File: src/rtl/fp_add_pkg.sv
package fp_add_pkg;

   // ------------------------------
   // ieee single widths
   // ------------------------------
   localparam int WORD_W  = 32;                    // full word
   localparam int EXP_W   = 8;                     // biased exponent
   localparam int MANT_W  = 23;                    // stored fraction bits
   localparam int GUARD_W = 2;                     // extra bits below lsb
   localparam int FRAC_W  = 1 + MANT_W + GUARD_W;  // hidden + stored + guard
   localparam int ADDR_W  = 3;                     // slave word address

   typedef logic [WORD_W-1:0] fp_word_t;   // packed float
   typedef logic [EXP_W-1:0]  exp_t;       // biased exponent
   typedef logic [FRAC_W-1:0] frac_t;      // working fraction
   typedef logic [ADDR_W-1:0] wb_addr_t;   // word offset
   typedef logic [WORD_W-1:0] wb_data_t;   // bus data

   localparam exp_t EXP_MAX_NORM = 8'd254; // kept on overflow

   // ------------------------------
   // register map
   // ------------------------------
   localparam wb_addr_t REG_OP_A   = 3'd0;  // operand a
   localparam wb_addr_t REG_OP_B   = 3'd1;  // operand b
   localparam wb_addr_t REG_CTRL   = 3'd2;  // write launches op
   localparam wb_addr_t REG_STATUS = 3'd3;  // busy + done count, ro
   localparam wb_addr_t REG_RESULT = 3'd4;  // last result, ro

   localparam int CTRL_SUB_BIT = 0;        // 1 = a - b

   // slave handshake states
   typedef enum logic {
      ST_IDLE,   // waiting for cyc & stb
      ST_ACK     // one-cycle ack
   } wb_state_t;

endpackage

File: src/rtl/fp_align.sv
`timescale 1ns/1ps

module fp_align import fp_add_pkg::*; (
   input  logic     clk,
   input  logic     rst,
   input  logic     in_valid,
   input  fp_word_t a,
   input  fp_word_t b,
   input  logic     sub,
   output logic     out_valid,
   output frac_t    frac_big,
   output frac_t    frac_small,
   output logic     sign_big,
   output logic     sign_small_eff,
   output exp_t     exp_big
);

   exp_t  exp_a;       // unpacked fields
   exp_t  exp_b;
   frac_t frac_a;
   frac_t frac_b;
   logic  sign_a;
   logic  sign_b;      // after sub inversion
   logic  a_is_big;    // a has larger magnitude
   exp_t  exp_hi;
   exp_t  exp_lo;
   exp_t  exp_diff;    // right shift amount
   frac_t frac_hi;
   frac_t frac_lo;
   frac_t frac_lo_sh;  // aligned small fraction
   logic  sign_hi;
   logic  sign_lo;

   // ------------------------------
   // unpack and order
   // ------------------------------
   always_comb begin
      sign_a = a[WORD_W-1];
      sign_b = b[WORD_W-1] ^ sub;                      // a - b is a + (-b)
      exp_a  = a[WORD_W-2 -: EXP_W];
      exp_b  = b[WORD_W-2 -: EXP_W];
      frac_a = (exp_a == '0) ? '0 : {1'b1, a[MANT_W-1:0], {GUARD_W{1'b0}}};  // exp 0 is zero
      frac_b = (exp_b == '0) ? '0 : {1'b1, b[MANT_W-1:0], {GUARD_W{1'b0}}};
      // exponent first, fraction breaks ties
      a_is_big = (exp_a > exp_b) || ((exp_a == exp_b) && (frac_a >= frac_b));
      if (a_is_big) begin
         exp_hi  = exp_a;
         exp_lo  = exp_b;
         frac_hi = frac_a;
         frac_lo = frac_b;
         sign_hi = sign_a;
         sign_lo = sign_b;
      end else begin
         exp_hi  = exp_b;
         exp_lo  = exp_a;
         frac_hi = frac_b;
         frac_lo = frac_a;
         sign_hi = sign_b;
         sign_lo = sign_a;
      end
      exp_diff = exp_hi - exp_lo;                      // never negative here
      if (exp_diff >= FRAC_W) frac_lo_sh = '0;         // shifted out past guards
      else                    frac_lo_sh = frac_lo >> exp_diff;
   end

   // stage register
   always_ff @(posedge clk) begin
      if (rst) begin
         out_valid <= 1'b0;
      end else begin
         out_valid <= in_valid;
      end
   end

   always_ff @(posedge clk) begin
      frac_big       <= frac_hi;      // payload, no reset
      frac_small     <= frac_lo_sh;
      sign_big       <= sign_hi;
      sign_small_eff <= sign_lo;
      exp_big        <= exp_hi;
   end

endmodule

File: src/rtl/fp_frac_sub.sv
`timescale 1ns/1ps

module fp_frac_sub import fp_add_pkg::*; (
   input  logic  clk,
   input  logic  rst,
   input  logic  in_valid,
   input  frac_t frac1,
   input  frac_t frac2,
   input  logic  sign1,
   input  logic  sign2,
   input  exp_t  exp_in,
   output logic  out_valid,
   output frac_t sum,
   output logic  sign_out,
   output logic  carry_out,
   output exp_t  exp_out
);

   logic [FRAC_W:0] ext1;      // 27 bit, top bit for carry / sign
   logic [FRAC_W:0] ext2;
   logic [FRAC_W:0] sum_add;
   logic [FRAC_W:0] sum_dif;   // two's complement difference
   logic [FRAC_W:0] mag;
   logic            same_sign;
   logic            neg;       // difference went below zero
   logic            sign_c;
   logic            carry_c;
   exp_t            exp_c;

   // ------------------------------
   // signed combine
   // ------------------------------
   always_comb begin
      ext1      = {1'b0, frac1};
      ext2      = {1'b0, frac2};
      same_sign = (sign1 == sign2);
      sum_add   = ext1 + ext2;
      sum_dif   = ext1 + ~ext2 + 1'b1;             // ext1 - ext2
      neg       = ~same_sign & sum_dif[FRAC_W];
      if (same_sign) begin
         mag    = sum_add;                         // may carry into bit 26
         sign_c = sign1;
      end else if (neg) begin
         mag    = -sum_dif;                        // only if frac2 was larger
         sign_c = sign2;
      end else begin
         mag    = sum_dif;
         sign_c = sign1;
      end
      carry_c = same_sign & mag[FRAC_W];
      exp_c   = (mag == '0) ? '0 : exp_in;         // flag exact cancellation
   end

   always_ff @(posedge clk) begin
      if (rst) begin
         out_valid <= 1'b0;
      end else begin
         out_valid <= in_valid;
      end
   end

   always_ff @(posedge clk) begin
      sum       <= mag[FRAC_W-1:0];   // magnitude without carry
      sign_out  <= sign_c;
      carry_out <= carry_c;
      exp_out   <= exp_c;
   end

endmodule

File: src/rtl/fp_normalize.sv
`timescale 1ns/1ps

module fp_normalize import fp_add_pkg::*; (
   input  logic     clk,
   input  logic     rst,
   input  logic     in_valid,
   input  frac_t    sum,
   input  logic     sign_in,
   input  logic     carry_in,
   input  exp_t     exp_in,
   output logic     out_valid,
   output fp_word_t result
);

   logic [4:0]        lz;        // leading zeros of sum
   frac_t             mant;      // hidden bit at msb after shift
   logic signed [9:0] exp_wide;  // room for under / overflow
   logic              is_zero;
   logic              is_sat;
   fp_word_t          res_c;

   // ------------------------------
   // leading-one search
   // ------------------------------
   always_comb begin
      lz = '0;
      for (int i = 0; i < FRAC_W; i++) begin
         if (sum[i]) begin
            lz = 5'(FRAC_W - 1 - i);   // highest set bit wins
         end
      end
   end

   // shift and exponent adjust
   always_comb begin
      if (carry_in) begin
         mant     = {1'b1, sum[FRAC_W-1:1]};                          // carry becomes hidden bit
         exp_wide = $signed({2'b00, exp_in}) + 10'sd1;
      end else begin
         mant     = sum << lz;
         exp_wide = $signed({2'b00, exp_in}) - $signed({5'b00000, lz});
      end
   end

   // ------------------------------
   // zero, saturate, pack
   // ------------------------------
   always_comb begin
      is_zero = (~carry_in & (sum == '0))
              | (exp_in == '0)                           // cancelled in stage 2
              | (exp_wide <= 0);                         // underflow flushes
      is_sat  = (exp_wide > $signed({2'b00, EXP_MAX_NORM}));
      if (is_zero) begin
         res_c = '0;                                     // always +0
      end else if (is_sat) begin
         res_c = {sign_in, EXP_MAX_NORM, {MANT_W{1'b1}}};
      end else begin
         // guard bits dropped, truncation
         res_c = {sign_in, exp_wide[EXP_W-1:0], mant[FRAC_W-2 -: MANT_W]};
      end
   end

   always_ff @(posedge clk) begin
      if (rst) begin
         out_valid <= 1'b0;
      end else begin
         out_valid <= in_valid;
      end
   end

   always_ff @(posedge clk) begin
      result <= res_c;   // payload
   end

endmodule

File: src/rtl/fp_add_pipe.sv
`timescale 1ns/1ps

module fp_add_pipe import fp_add_pkg::*; (
   input  logic     clk,
   input  logic     rst,
   input  logic     start,
   input  fp_word_t op_a,
   input  fp_word_t op_b,
   input  logic     sub,
   output logic     done,
   output fp_word_t result
);

   // stage 1 -> 2
   logic  s1_valid;
   frac_t s1_frac_big;
   frac_t s1_frac_small;
   logic  s1_sign_big;
   logic  s1_sign_small;
   exp_t  s1_exp;

   // stage 2 -> 3
   logic  s2_valid;
   frac_t s2_sum;
   logic  s2_sign;
   logic  s2_carry;
   exp_t  s2_exp;

   fp_align align0 (
      .clk(clk), .rst(rst), .in_valid(start), .a(op_a), .b(op_b), .sub(sub),
      .out_valid(s1_valid), .frac_big(s1_frac_big), .frac_small(s1_frac_small),
      .sign_big(s1_sign_big), .sign_small_eff(s1_sign_small), .exp_big(s1_exp)
   );

   fp_frac_sub frac_sub0 (
      .clk(clk), .rst(rst), .in_valid(s1_valid),
      .frac1(s1_frac_big), .frac2(s1_frac_small),
      .sign1(s1_sign_big), .sign2(s1_sign_small), .exp_in(s1_exp),
      .out_valid(s2_valid), .sum(s2_sum), .sign_out(s2_sign),
      .carry_out(s2_carry), .exp_out(s2_exp)
   );

   fp_normalize norm0 (
      .clk(clk), .rst(rst), .in_valid(s2_valid), .sum(s2_sum), .sign_in(s2_sign),
      .carry_in(s2_carry), .exp_in(s2_exp), .out_valid(done), .result(result)
   );

endmodule

File: src/rtl/fp_wb_regs.sv
`timescale 1ns/1ps

module fp_wb_regs import fp_add_pkg::*; (
   input  logic     clk,
   input  logic     rst,
   input  logic     cyc,
   input  logic     stb,
   input  logic     we,
   input  wb_addr_t adr,
   input  wb_data_t dat_w,
   output wb_data_t dat_r,
   input  logic [3:0] sel,
   output logic     ack,
   output fp_word_t op_a,
   output fp_word_t op_b,
   output logic     sub,
   output logic     start,
   input  logic     done,
   input  fp_word_t result
);

   wb_state_t   state;
   fp_word_t    op_a_q;
   fp_word_t    op_b_q;
   fp_word_t    result_q;     // last completion
   logic        ctrl_sub_q;
   logic [15:0] done_cnt;     // wraps
   logic [1:0]  inflight;     // ops in pipe, 0..3
   logic        busy;
   logic        req;
   logic        wr_en;
   logic        wr_ctrl;

   assign req = cyc & stb;

   // ------------------------------
   // ack generation
   // ------------------------------
   always_ff @(posedge clk) begin
      if (rst) begin
         state <= ST_IDLE;
      end else begin
         case (state)
            ST_IDLE: if (req) state <= ST_ACK;
            ST_ACK:  state <= ST_IDLE;      // single-cycle ack
            default: state <= ST_IDLE;
         endcase
      end
   end

   assign ack     = (state == ST_ACK);
   assign wr_en   = ack & req & we & (&sel);     // full-word writes only
   assign wr_ctrl = wr_en & (adr == REG_CTRL);
   assign start   = wr_ctrl;                     // launch in ack cycle
   assign op_a    = op_a_q;
   assign op_b    = op_b_q;
   assign sub     = wr_ctrl ? dat_w[CTRL_SUB_BIT] : ctrl_sub_q;  // live bit on launch
   assign busy    = (inflight != 2'd0);

   // writable registers
   always_ff @(posedge clk) begin
      if (rst) begin
         op_a_q     <= '0;
         op_b_q     <= '0;
         ctrl_sub_q <= 1'b0;
      end else if (wr_en) begin
         case (adr)
            REG_OP_A: op_a_q <= dat_w;
            REG_OP_B: op_b_q <= dat_w;
            REG_CTRL: ctrl_sub_q <= dat_w[CTRL_SUB_BIT];
            default:  ;                           // ro or unmapped
         endcase
      end
   end

   // ------------------------------
   // completion tracking
   // ------------------------------
   always_ff @(posedge clk) begin
      if (rst) begin
         result_q <= '0;
         done_cnt <= '0;
         inflight <= '0;
      end else begin
         if (done) begin
            result_q <= result;
            done_cnt <= done_cnt + 16'd1;
         end
         case ({start, done})
            2'b10:   inflight <= inflight + 2'd1;
            2'b01:   inflight <= inflight - 2'd1;
            default: ;                            // both or neither
         endcase
      end
   end

   // read mux
   always_comb begin
      dat_r = '0;                                 // unmapped reads zero
      case (adr)
         REG_OP_A:   dat_r = op_a_q;
         REG_OP_B:   dat_r = op_b_q;
         REG_CTRL:   dat_r[CTRL_SUB_BIT] = ctrl_sub_q;
         REG_STATUS: dat_r = {done_cnt, 15'd0, busy};
         REG_RESULT: dat_r = result_q;
         default:    ;
      endcase
   end

endmodule

File: src/rtl/fp_add_top.sv
`timescale 1ns/1ps

module fp_add_top import fp_add_pkg::*; (
   input  logic       clk,
   input  logic       rst,
   input  logic       cyc,
   input  logic       stb,
   input  logic       we,
   input  wb_addr_t   adr,
   input  wb_data_t   dat_w,
   output wb_data_t   dat_r,
   input  logic [3:0] sel,
   output logic       ack
);

   fp_word_t op_a;     // slave -> pipe
   fp_word_t op_b;
   logic     sub;
   logic     start;
   logic     done;     // pipe -> slave
   fp_word_t result;

   fp_wb_regs regs0 (
      .clk(clk), .rst(rst),
      .cyc(cyc), .stb(stb), .we(we), .adr(adr),
      .dat_w(dat_w), .dat_r(dat_r), .sel(sel), .ack(ack),
      .op_a(op_a), .op_b(op_b), .sub(sub), .start(start),
      .done(done), .result(result)
   );

   fp_add_pipe pipe0 (
      .clk(clk), .rst(rst),
      .start(start), .op_a(op_a), .op_b(op_b), .sub(sub),
      .done(done), .result(result)
   );

endmodule

File: config.mk
export PLATFORM = sky130hd
export DESIGN_NAME = fp_add_top
export DESIGN_NICKNAME = d
export VERILOG_FILES = /design/src/rtl/fp_add_pkg.sv /design/src/rtl/fp_align.sv /design/src/rtl/fp_frac_sub.sv /design/src/rtl/fp_normalize.sv /design/src/rtl/fp_add_pipe.sv /design/src/rtl/fp_wb_regs.sv /design/src/rtl/fp_add_top.sv
export SDC_FILE = /design/constraint.sdc
export NUM_CORES = 1
export LEC_CHECK = 0
export ABC_AREA = 1
export BUFFER_PORTS_ARGS = -buffer_cell sky130_fd_sc_hd__clkbuf_2
export CAP_MARGIN = 20
export CORE_MARGIN = 2
export CORE_UTILIZATION = 34
export CTS_CLUSTER_SIZE = 28
export DETAILED_ROUTE_END_ITERATION = 16
export PLACE_DENSITY = 0.58
export SLEW_MARGIN = 10
export SYNTH_ARGS = -nofsm -noshare
export SYNTH_HDL_FRONTEND = slang
export SYNTH_HIERARCHICAL = 1
export SYNTH_SLANG_ARGS = --single-unit
File: constraint.sdc
create_clock -name clk -period 4.7 [get_ports clk]
set_input_delay 0.94 -clock clk [delete_from_list [all_inputs] [get_ports clk]]
set_output_delay 0.94 -clock clk [all_outputs]
set_load 0.005 [all_outputs]
==> flow_summary_export.csv, run 1 <==
group,metric,value,unit
floorplan,initial_core_util,34.2,%
timing,finalSetupViolCount,0,
synth,synth_edf_count,0,
timing,tns,0,ps
timing,fin_ws,248,ps
power_and_ir_drop,irDropWorstVdd,359,uV
timing,skew,23.4,ps
status,outcome,"finished clean",
synth,ys_seq_area_share,25.8,%
worst_setup_path,cp.required,5210,ps
timing,worst_pin_slew,843,ps
synth,ys_warn_count,6,
route,wire_per_inst,16.8,um
clocking,cts_htree_levels,1,
min_path,hp-class,"reg -> reg",
power_and_ir_drop,leakage,10.6,nW
place,dp_cells,3901,
power_and_ir_drop,pwr-share-comb,6.6,%
route,drtIter0Drc,1794,
timing,max-slew-margin-rel,43.2,%
worst_setup_path,crit_arrival,4960,ps
timing,fmax,0.225,GHz
synth,yosys.area.top_type,"dfxtp_1",
global_route,grt.total_usage,22.3,%
timing,fin_hold_ws,412,ps
synth,synth_cell_type_count,58,
synth,synth_top_area_share,25.8,%
worst_setup_path,critPathMaxStageDelay,390,ps
worst_setup_path,crit_type,"reg -> reg",
place,place_ws,24.3,ps
floorplan,core,56100,um^2
clocking,cts_tree,"yes",
clocking,cts_made_buffers,28,
floorplan,row_count,87,
clocking,cts_root_buf,"clkbuf_16",
clocking,hold_buffers,0,
floorplan,io_pins,77,
synth,synthesis.area,19200,um^2
synth,synth-seq-cells,247,
power_and_ir_drop,power.density,224,nW/um^2
power_and_ir_drop,p_clk_share,50.1,%
worst_setup_path,critical-path-slowest-cell,"fa_2",
synth,ys_top_cells_by_count,"nand2_1, nor2_1, inv_1, nand3_1, dfxtp_1",
clocking,clkSinkCount,247,
final_layout,drive_above_1_share,12.0,%
place,hpwl,52100,um
route,drc,0,
worst_setup_path,endpoint_kind,"flop",
floorplan,fp.dieH,241,um
route,viasPerCell,5.08,
route,firstDrtPassIters,7,
floorplan,die-area,58300,um^2
synth,postSynthCellCount,3156,
job,max_cap_violations,0,
final_layout,nets,3329,
timing,rsz0062_at_grt,"true",
global_route,overflow,0,
route,wirelength,66500,um
place,io_buffer_count,76,
route,drtAntennaViolNets,0,
timing,fin_crit,4450,ps
worst_setup_path,cp_max_fo,6,
clocking,clockBufferDepth,3,
synth,yosysMostFrequentCell,"nand2_1",
global_route,antenna_found_initial,3,
global_route,grt_pass1_vias,18616,
timing,hold_viol,0,
power_and_ir_drop,seqPwrFrac,43.3,%
synth,synth_area_leaders,"dfxtp_1, nand2_1, nand3_1, nor2_1, inv_1",
timing,finalCritPeriodShare,94.7,%
synth,async_reset_ff_share,0,%
final_layout,fin_cells,3964,
global_route,grt_start_max_net_pins,49,
timing,slew_violations,0,
clocking,clk_latency,580,ps
worst_setup_path,start_kind,"flop",
synth,synth_area_per_cell,6.07,um^2
synth,ys.flop_type,"dfxtp_1",
floorplan,die_w,241,um
power_and_ir_drop,p_total,4.84,mW
worst_setup_path,cp_common_cell,"nand2_1",
final_layout,syn_to_final_growth,12.6,%
route,via_count,20127,
place,gp_congestion,0.953,
power_and_ir_drop,p_sw_share,24.5,%
clocking,cts.clk_slew.worst_paths,70,ps
place,placed_area,20200,um^2
final_layout,post-route-util,38.5,%
global_route,grt_pass1_wl,102000,um
final_layout,fin_area,21600,um^2
power_and_ir_drop,power.internal,3.66,mW
power_and_ir_drop,switching_power,1.19,mW
final timing paths:
kind                                 end  slack [ps]                startpoint  depth (start not counted)
setup reg to reg  pipe0/norm0/result[18]         250    pipe0/frac_sub0/sum[1]                         46
setup / recovery  pipe0/norm0/result[18]         250    pipe0/frac_sub0/sum[1]                         46
hold reg to reg   pipe0/norm0/result[31]         410  pipe0/frac_sub0/sign_out                          2
hold / removal    pipe0/norm0/result[31]         410  pipe0/frac_sub0/sign_out                          2
registers in the layout, summed over array words and instances (netlist names):
name / flops
pipe0/align0/exp_big: 8
pipe0/align0/frac_big: 24
regs0/op_a: 32
pipe0/norm0/out_valid: 1
pipe0/frac_sub0/sign_out: 1
regs0/done_cnt: 16
regs0/op_b: 32
pipe0/norm0/result: 32
pipe0/frac_sub0/carry_out: 1
regs0/ack: 1
pipe0/align0/out_valid: 1
regs0/inflight: 2
regs0/result_q: 32
pipe0/align0/frac_small: 26
pipe0/align0/sign_small_eff: 1
regs0/ctrl_sub_q: 1
pipe0/frac_sub0/out_valid: 1
pipe0/frac_sub0/exp_out: 8
pipe0/align0/sign_big: 1
pipe0/frac_sub0/sum: 26
cell type report:
| type | count | area [um^2] |
|---|---|---|
| Antenna cell | 1 | 2.50 |
| Clock buffer | 32 | 736 |
| Clock inverter | 19 | 299 |
| Fill cell | 6133 | 34500 |
| Inverter | 384 | 1450 |
| Multi-Input combinational cell | 2384 | 12200 |
| Sequential cell | 247 | 4950 |
| Tap cell | 756 | 946 |
| Timing Repair Buffer | 141 | 975 |
layer usage:
layer	vias to the layer above	GRT usage, %	share of wire (%)
li1	10287	-	-
met1	9070	31.0	46
met2	660	35.9	45
met3	108	2.48	6.1
met4	2	7.41	3.1
met5	-	0	0.026
worst max-delay path: cells and delay by family (launching register included):
family,cells,cell delay [ps]
and+or+nand+nor,35,2480
adders and majority gates,2,550
AOI/OAI and AO/OA,4,450
buffers and inverters,4,400
DFF,1,350
xor gates and xnor gates,1,160
power groups by stage:
| stage | logic [mW] | registers, mW | clock network [mW] |
|---|---|---|---|
| 2_1_floorplan | 0.213 | 2.14 | 0 |
| 3_3_place_gp | 0.305 | 2.14 | 0 |
| 3_5_place_dp | 0.303 | 2.14 | 0 |
| 4_1_cts | 0.304 | 2.10 | 2.47 |
| 5_1_grt | 0.352 | 2.10 | 2.55 |
| 6_report | 0.317 | 2.10 | 2.43 |
cell usage in the layout (no fill, tap or decap), drive strengths merged, types with 2 or more instances in the layout:
cell        n
nand2     936
a21oi     188
a211oi      2
nor3       29
o21a        4
o221ai     15
xnor2       4
o2111ai    17
clkbuf    110
clkinv     10
a22oi       2
a31oi       5
clkinvlp    5
dfxtp     247
a21o        5
inv       382
a21boi      7
o21ai     133
xor2       14
o21bai      4
o22ai      22
conb        2
fa          3
nand4      78
and2        3
buf        63
o31ai       4
nand3b      5
nor4        6
bufinv      6
nor2      409
or2         5
nand3     377
ha         96
o211ai      4
what timing repair did:
item                                    in CTS  in global routing
cloned                                       0                  2
setup buffers                                0                  9
gates resized for setup                      1                 65
endpoints found under the setup margin       2                 58
endpoints found under the hold margin        0                  0
pin swaps                                    0                 31
kinds of logic (layout without fill, tap and decap cells):
group | Yosys count | after routing | share of synthesized area, %
and+or+nand+nor | 1849 | 1849 | 42.6
adders and majority gates | 99 | 99 | 6.58
xor gates and xnor gates | 18 | 18 | 0.862
buffers and inverters | 526 | 576 | 11.5
other | 1 | 3 | 0.0196
DFF | 247 | 247 | 25.8
AOI/OAI and AO/OA | 416 | 416 | 12.6
No activity file was read; power rests on OpenSTA's default activity.
==> inputs of run 2 (changes only) <==
--- a/config.mk
+++ b/config.mk
@@ -10,11 +10,11 @@
 export CAP_MARGIN = 20
 export CORE_MARGIN = 2
 export CORE_UTILIZATION = 34
+export CTS_CLUSTER_DIAMETER = 40
 export CTS_CLUSTER_SIZE = 28
 export DETAILED_ROUTE_END_ITERATION = 16
 export PLACE_DENSITY = 0.58
 export SLEW_MARGIN = 10
 export SYNTH_ARGS = -nofsm -noshare
 export SYNTH_HDL_FRONTEND = slang
-export SYNTH_HIERARCHICAL = 1
 export SYNTH_SLANG_ARGS = --single-unit
==> constraint.sdc (replaced) <==
create_clock -name clk -period 4.7 [get_ports clk]
set_input_delay 0.47 -clock clk [delete_from_list [all_inputs] [get_ports clk]]
set_output_delay 0.47 -clock clk [all_outputs]
set_load 0.005 [all_outputs]
==> run 2 against run 1 <==
Sequential power hardly changed. Global-route usage is 2.2 points higher. Worst hold slack got worse by 260 ps. Via count shrank 10%. Maximum frequency down 1.1%.
==> flow_summary_export.csv, run 2 <==
group,metric,value,unit
synth,synth_area_leaders,"dfxtp_1, nand2_1, nand3_1, ha_1, a21oi_1",
synth,synth_top_family_by_area,"simple AND/OR/NAND/NOR gates",
synth,yosys.area.top_type,"dfxtp_1",
synth,muxShareOfSynthArea,0.0590,%
final_layout,syn_to_final_growth,19.0,%
place,dp_cells,3308,
timing,skew,34.8,ps
synth,synth-seq-cells,247,
place,gp_congestion,0.971,
timing,finalSetupViolCount,0,
floorplan,row_count,81,
worst_setup_path,crit_arrival,4970,ps
place,io_buffer_count,76,
route,drtAntennaViolNets,0,
timing,rsz0062_at_grt,"true",
route,via_count,18104,
clocking,cts_htree_levels,2,
place,place_ws,-69.1,ps
final_layout,fin_cells,3401,
synth,async_reset_ff_share,0,%
global_route,antenna_found_initial,1,
clocking,hold_buffers,0,
worst_setup_path,ff2ff_setup_slack,200,ps
worst_setup_path,start_kind,"flop",
power_and_ir_drop,p_total,5.36,mW
synth,synth_top_area_share,29.2,%
synth,synthXorXnorAreaFrac,2.82,%
synth,ys_top_cells_by_count,"nand2_1, inv_1, nand3_1, nor2_1, dfxtp_1",
timing,worst_pin_slew,1020,ps
clocking,clk_latency,570,ps
final_layout,regArea,4950,um^2
floorplan,io_pins,77,
global_route,grt_pass1_vias,16973,
route,viasPerCell,5.32,
clocking,clkSinkCount,247,
floorplan,core,49100,um^2
place,hpwl,49900,um
synth,synthesis.area,17000,um^2
final_layout,nets,2847,
route,wirelength,64600,um
synth,synth_cell_type_count,67,
synth,ys.flop_type,"dfxtp_1",
global_route,grt_start_max_net_pins,73,
synth,yosysMostFrequentCell,"nand2_1",
job,max_cap_violations,0,
floorplan,die-area,51700,um^2
worst_setup_path,cp.required,5170,ps
final_layout,fillCellCount,5260,
worst_setup_path,cp_max_fo,24,
timing,max-slew-margin-rel,31.8,%
timing,fin_ws,198,ps
floorplan,fp.dieH,227,um
clocking,clockBufferDepth,3,
timing,finalCritPeriodShare,95.8,%
final_layout,final_common_cell,"nand2_1",
clocking,cts.clk_slew.worst_paths,60,ps
power_and_ir_drop,leakage,9.48,nW
synth,synth-adder-area-share,7.10,%
global_route,overflow,0,
synth,syn_nets,2759,
final_layout,drive_above_1_share,14.2,%
worst_setup_path,crit_type,"reg -> reg",
min_path,hp-class,"in -> reg",
global_route,grt_pass1_wl,98300,um
floorplan,die_w,227,um
route,wire_per_inst,19.0,um
worst_setup_path,endpoint_kind,"flop",
synth,synth_edf_count,0,
timing,hold_viol,0,
timing,fmax,0.222,GHz
synth,synth_area_per_cell,6.47,um^2
route,drtIter0Drc,1802,
final_layout,num_antenna_cells,0,
synth,ys_seq_area_share,29.2,%
power_and_ir_drop,irDropWorstVdd,244,uV
final_layout,multiInputGateArea,10600,um^2
timing,fin_hold_ws,147,ps
route,firstDrtPassIters,7,
timing,fin_crit,4500,ps
clocking,cts_made_buffers,38,
timing,slew_violations,0,
synth,postSynthCellCount,2620,
status,outcome,"finished clean",
floorplan,initial_core_util,34.6,%
synth,ys_warn_count,0,
clocking,cts_tree,"yes",
clocking,cts_root_buf,"clkbuf_16",
global_route,grt.total_usage,24.5,%
synth,synthSimpleGateAreaFrac,32.4,%
final_layout,final_cell_mix,"nand2_1, inv_1, nand3_1",
route,drc,0,
power_and_ir_drop,power.density,266,nW/um^2
synth,synth_compound_area_share,18.3,%
-- run 2: final timing paths --
check / start / to / depth (start not counted)
worst max-delay path: regs0.op_a[29] / pipe0.align0.frac_small[1] / 25
worst min-delay path: stb / regs0.ack / 3
worst max register to register: regs0.op_a[29] / pipe0.align0.frac_small[1] / 25
worst min register to register: pipe0.frac_sub0.out_valid / pipe0.norm0.out_valid / 2
-- run 2: power by group --
group          switching [mW]  internal, mW
logic                   0.215         0.108
registers             0.00157          2.10
clock network            1.18          1.76
-- run 2: logic make-up after synthesis --
logic type      Yosys count
simple gates           1241
compound gates          543
buf+inv                 441
flops                   247
fa+ha+maj                95
xor+xnor                 52
mux                       1
-- run 2: cell type report --
class / count / share of cell area (%)
Multi-Input combinational cell: 1933 / 52.3
Tap cell: 664 / 4.12
Timing Repair Buffer: 177 / 6.55
Clock inverter: 26 / 1.80
Sequential cell: 247 / 24.5
Inverter: 311 / 5.79
Clock buffer: 43 / 4.90
-- run 2: per-layer routing --
metal | vias to the layer above | part of all wire, % | track usage [%]
li1 | 8903 | - | -
met1 | 8490 | 47 | 34.4
met2 | 611 | 45 | 39.4
met3 | 100 | 5.5 | 2.58
met4 | 0 | 3.0 | 7.53
met5 | - | 0 | 0
-- run 2: critical path: stages (launching register included) --
cell and delay (ps):
dfxtp_1 310, inv_1 100, nand4_1 200, nor2_2 190, buf_12 190, inv_1 110, ha_1 320, a21oi_1 160
o21a_1 170, nand2_1 70, a21oi_2 110, nand4_2 170, nand2_2 150, inv_2 50, nand2_1 80, nand3_2 70
ha_1 170, o21bai_2 210, a31o_2 220, xor2_1 370, buf_4 280, inv_1 100, buf_4 180, nor2_1 190
nand3_1 100, o21ai_1 90
-- run 2: metrics by stage --
step	setup TNS [ps]	utilization (%)	instance area, um^2
global route	-1260	41.1	20200
floorplan	0	-	17000
CTS	0	40.0	19600
global placement	-217	37.2	18300
detailed placement	-69.1	37.2	18300
finish	0	41.1	20200
-- run 2: what timing repair did --
action / 4_1_cts / 5_1_grt
setup buffers: 0 / 17
setup endpoints to repair: 5 / 58
endpoints found under the hold margin: 0 / 0
pin swaps: 0 / 33
gates resized for setup: 1 / 74
cloned: 0 / 6
==> inputs of run 3 (changes only) <==
--- a/config.mk
+++ b/config.mk
@@ -17,4 +17,5 @@
 export SLEW_MARGIN = 10
 export SYNTH_ARGS = -nofsm -noshare
 export SYNTH_HDL_FRONTEND = slang
+export SYNTH_HIERARCHICAL = 1
 export SYNTH_SLANG_ARGS = --single-unit
==> run 3 against run 2 <==
Sequential cell count is the same. Final cell count grew 17%. Power shrank 4.1%. Global-route usage shrank 2.1 points. Die area grew 13%. Sequential power is essentially flat. Clock skew shrank 5.4 ps. Largest cell class unchanged.
==> flow_summary_export.csv, run 3 (synthesis results as in run 1) <==
group,metric,value,unit
place,gp_congestion,0.954,
route,top_layer,"met4",
floorplan,core,56100,um^2
clocking,clkSinkCount,247,
status,outcome,"finished clean",
power_and_ir_drop,power.density,236,nW/um^2
global_route,grt_pass1_wl,102000,um
clocking,cts_htree_levels,2,
route,wire_per_inst,16.7,um
final_layout,fillCellCount,6110,
timing,finalCritPeriodShare,93.8,%
worst_setup_path,critPathMaxStageDelay,350,ps
worst_setup_path,start_kind,"flop",
route,m1WireLength,30700,um
final_layout,nets,3338,
global_route,grt.total_usage,22.4,%
worst_setup_path,critical-path-slowest-cell,"dfxtp_2",
worst_setup_path,cp.required,5180,ps
power_and_ir_drop,p_total,5.15,mW
route,drtAntennaViolNets,0,
job,max_cap_violations,0,
worst_setup_path,cp_max_fo,7,
timing,slew_violations,0,
final_layout,fin_cells,3979,
global_route,antenna_found_initial,0,
floorplan,fp.dieH,241,um
clocking,cts.clk_slew.worst_paths,60,ps
final_layout,num_antenna_cells,0,
timing,fmax,0.227,GHz
route,wl_met2,29300,um
min_path,hold_path_startpoint,"dat_w[11]",
place,hpwl,51800,um
clocking,cts_root_buf,"clkbuf_16",
power_and_ir_drop,leakage,10.7,nW
route,drc,0,
timing,fin_hold_ws,154,ps
timing,fin_crit,4410,ps
timing,fin_ws,291,ps
route,firstDrtPassIters,6,
place,dp_cells,3898,
final_layout,final_cell_mix,"nand2_1, nor2_1, inv_1",
clocking,hold_buffers,0,
global_route,grt_pass1_vias,18448,
final_layout,regArea,4950,um^2
final_layout,multiInputGateArea,12300,um^2
place,place_ws,-38.0,ps
place,placed_area,20200,um^2
timing,worst_pin_slew,1050,ps
global_route,overflow,0,
clocking,cts_tree,"yes",
clocking,cts_made_buffers,38,
worst_setup_path,endpoint_kind,"flop",
timing,max-slew-margin-rel,29.7,%
timing,hold_viol,0,
worst_setup_path,crit_type,"reg -> reg",
floorplan,row_count,87,
worst_setup_path,crit_start,"pipe0/frac_sub0/sum[1]",
place,io_buffer_count,76,
route,viasPerCell,5.10,
worst_setup_path,crit_arrival,4890,ps
floorplan,die-area,58300,um^2
timing,finalSetupViolCount,0,
worst_setup_path,r2r-start,"pipe0/frac_sub0/sum[1]",
final_layout,fin_area,21800,um^2
floorplan,die_w,241,um
global_route,grt_start_max_net_pins,69,
min_path,hp-class,"in -> reg",
route,drtIter0Drc,1830,
floorplan,io_pins,77,
final_layout,syn_to_final_growth,13.9,%
route,dr_wl_met3,3960,um
worst_setup_path,cp_common_cell,"nand2_1",
power_and_ir_drop,irDropWorstVdd,228,uV
timing,skew,29.4,ps
route,wirelength,66300,um
clocking,clk_latency,560,ps
route,via_count,20293,
final_layout,final_common_cell,"nand2_1",
floorplan,initial_core_util,34.2,%
clocking,clockBufferDepth,3,
timing,rsz0062_at_grt,"true",
final_layout,drive_above_1_share,12.6,%
[run 3: cell count changes in the layout (fill, tap and decap cells not counted), sizes merged, moves of 34 or more]
cell   delta
a21oi    -37
xor2     -36
nor2    +135
nand3   +101
o21ai    -74
nand2   +373
buf      -34
inv      +69
[run 3: layer usage]
layer  global-route usage, %  vias to the layer above
li1                        -                    10308
met1                    31.3                     9216
met2                    35.5                      636
met3                    2.23                      133
met4                    8.32                        0
met5                       0                        -
[run 3: cell type report]
cell class | count | share of cell area [%]
repair buffers | 140 | 4.37
clock inverters | 26 | 1.29
flip-flops and latches | 247 | 22.7
well taps | 756 | 4.34
multi-input cells | 2384 | 56.2
clock buffers | 42 | 4.47
inverters | 384 | 6.64
[run 3: path summary, 6_finish.rpt]
check	slack, ps	depth (start not counted)	to
setup / recovery	290	44	pipe0/norm0/result[8]
hold / removal	150	3	regs0/op_a[11]
setup reg to reg	290	44	pipe0/norm0/result[8]
hold reg to reg	400	2	pipe0/norm0/out_valid
[run 3: power breakdown]
part | internal [mW] | switching [mW]
combinational | 0.0939 | 0.228
sequential | 2.10 | 0.00201
clock | 1.61 | 1.12
total | 3.80 | 1.35
[run 3: timing repair]
action	4_1_cts	5_1_grt
pin swaps	0	14
buffers inserted	0	11
setup endpoints to repair	10	58
gates cloned	0	1
gates resized for setup	2	69
[run 3: per-stage QoR]
step                      TNS, ps  util, %
after global placement       -115     35.9
after floorplan                 0        -
after global routing        -1580     38.9
final                           0     38.9
after CTS                       0     38.2
after detailed placement    -38.0     35.9
[run 3: worst max-delay path: cells and delay by family (launching register included)]
family	cells	cell delay (ps)
XOR/XNOR	1	160
adder cells (fa/ha/maj)	2	500
buffers and inverters	4	470
flip-flops	1	350
AND/OR/NAND/NOR	33	2250
AO/OA/AOI/OAI	4	600
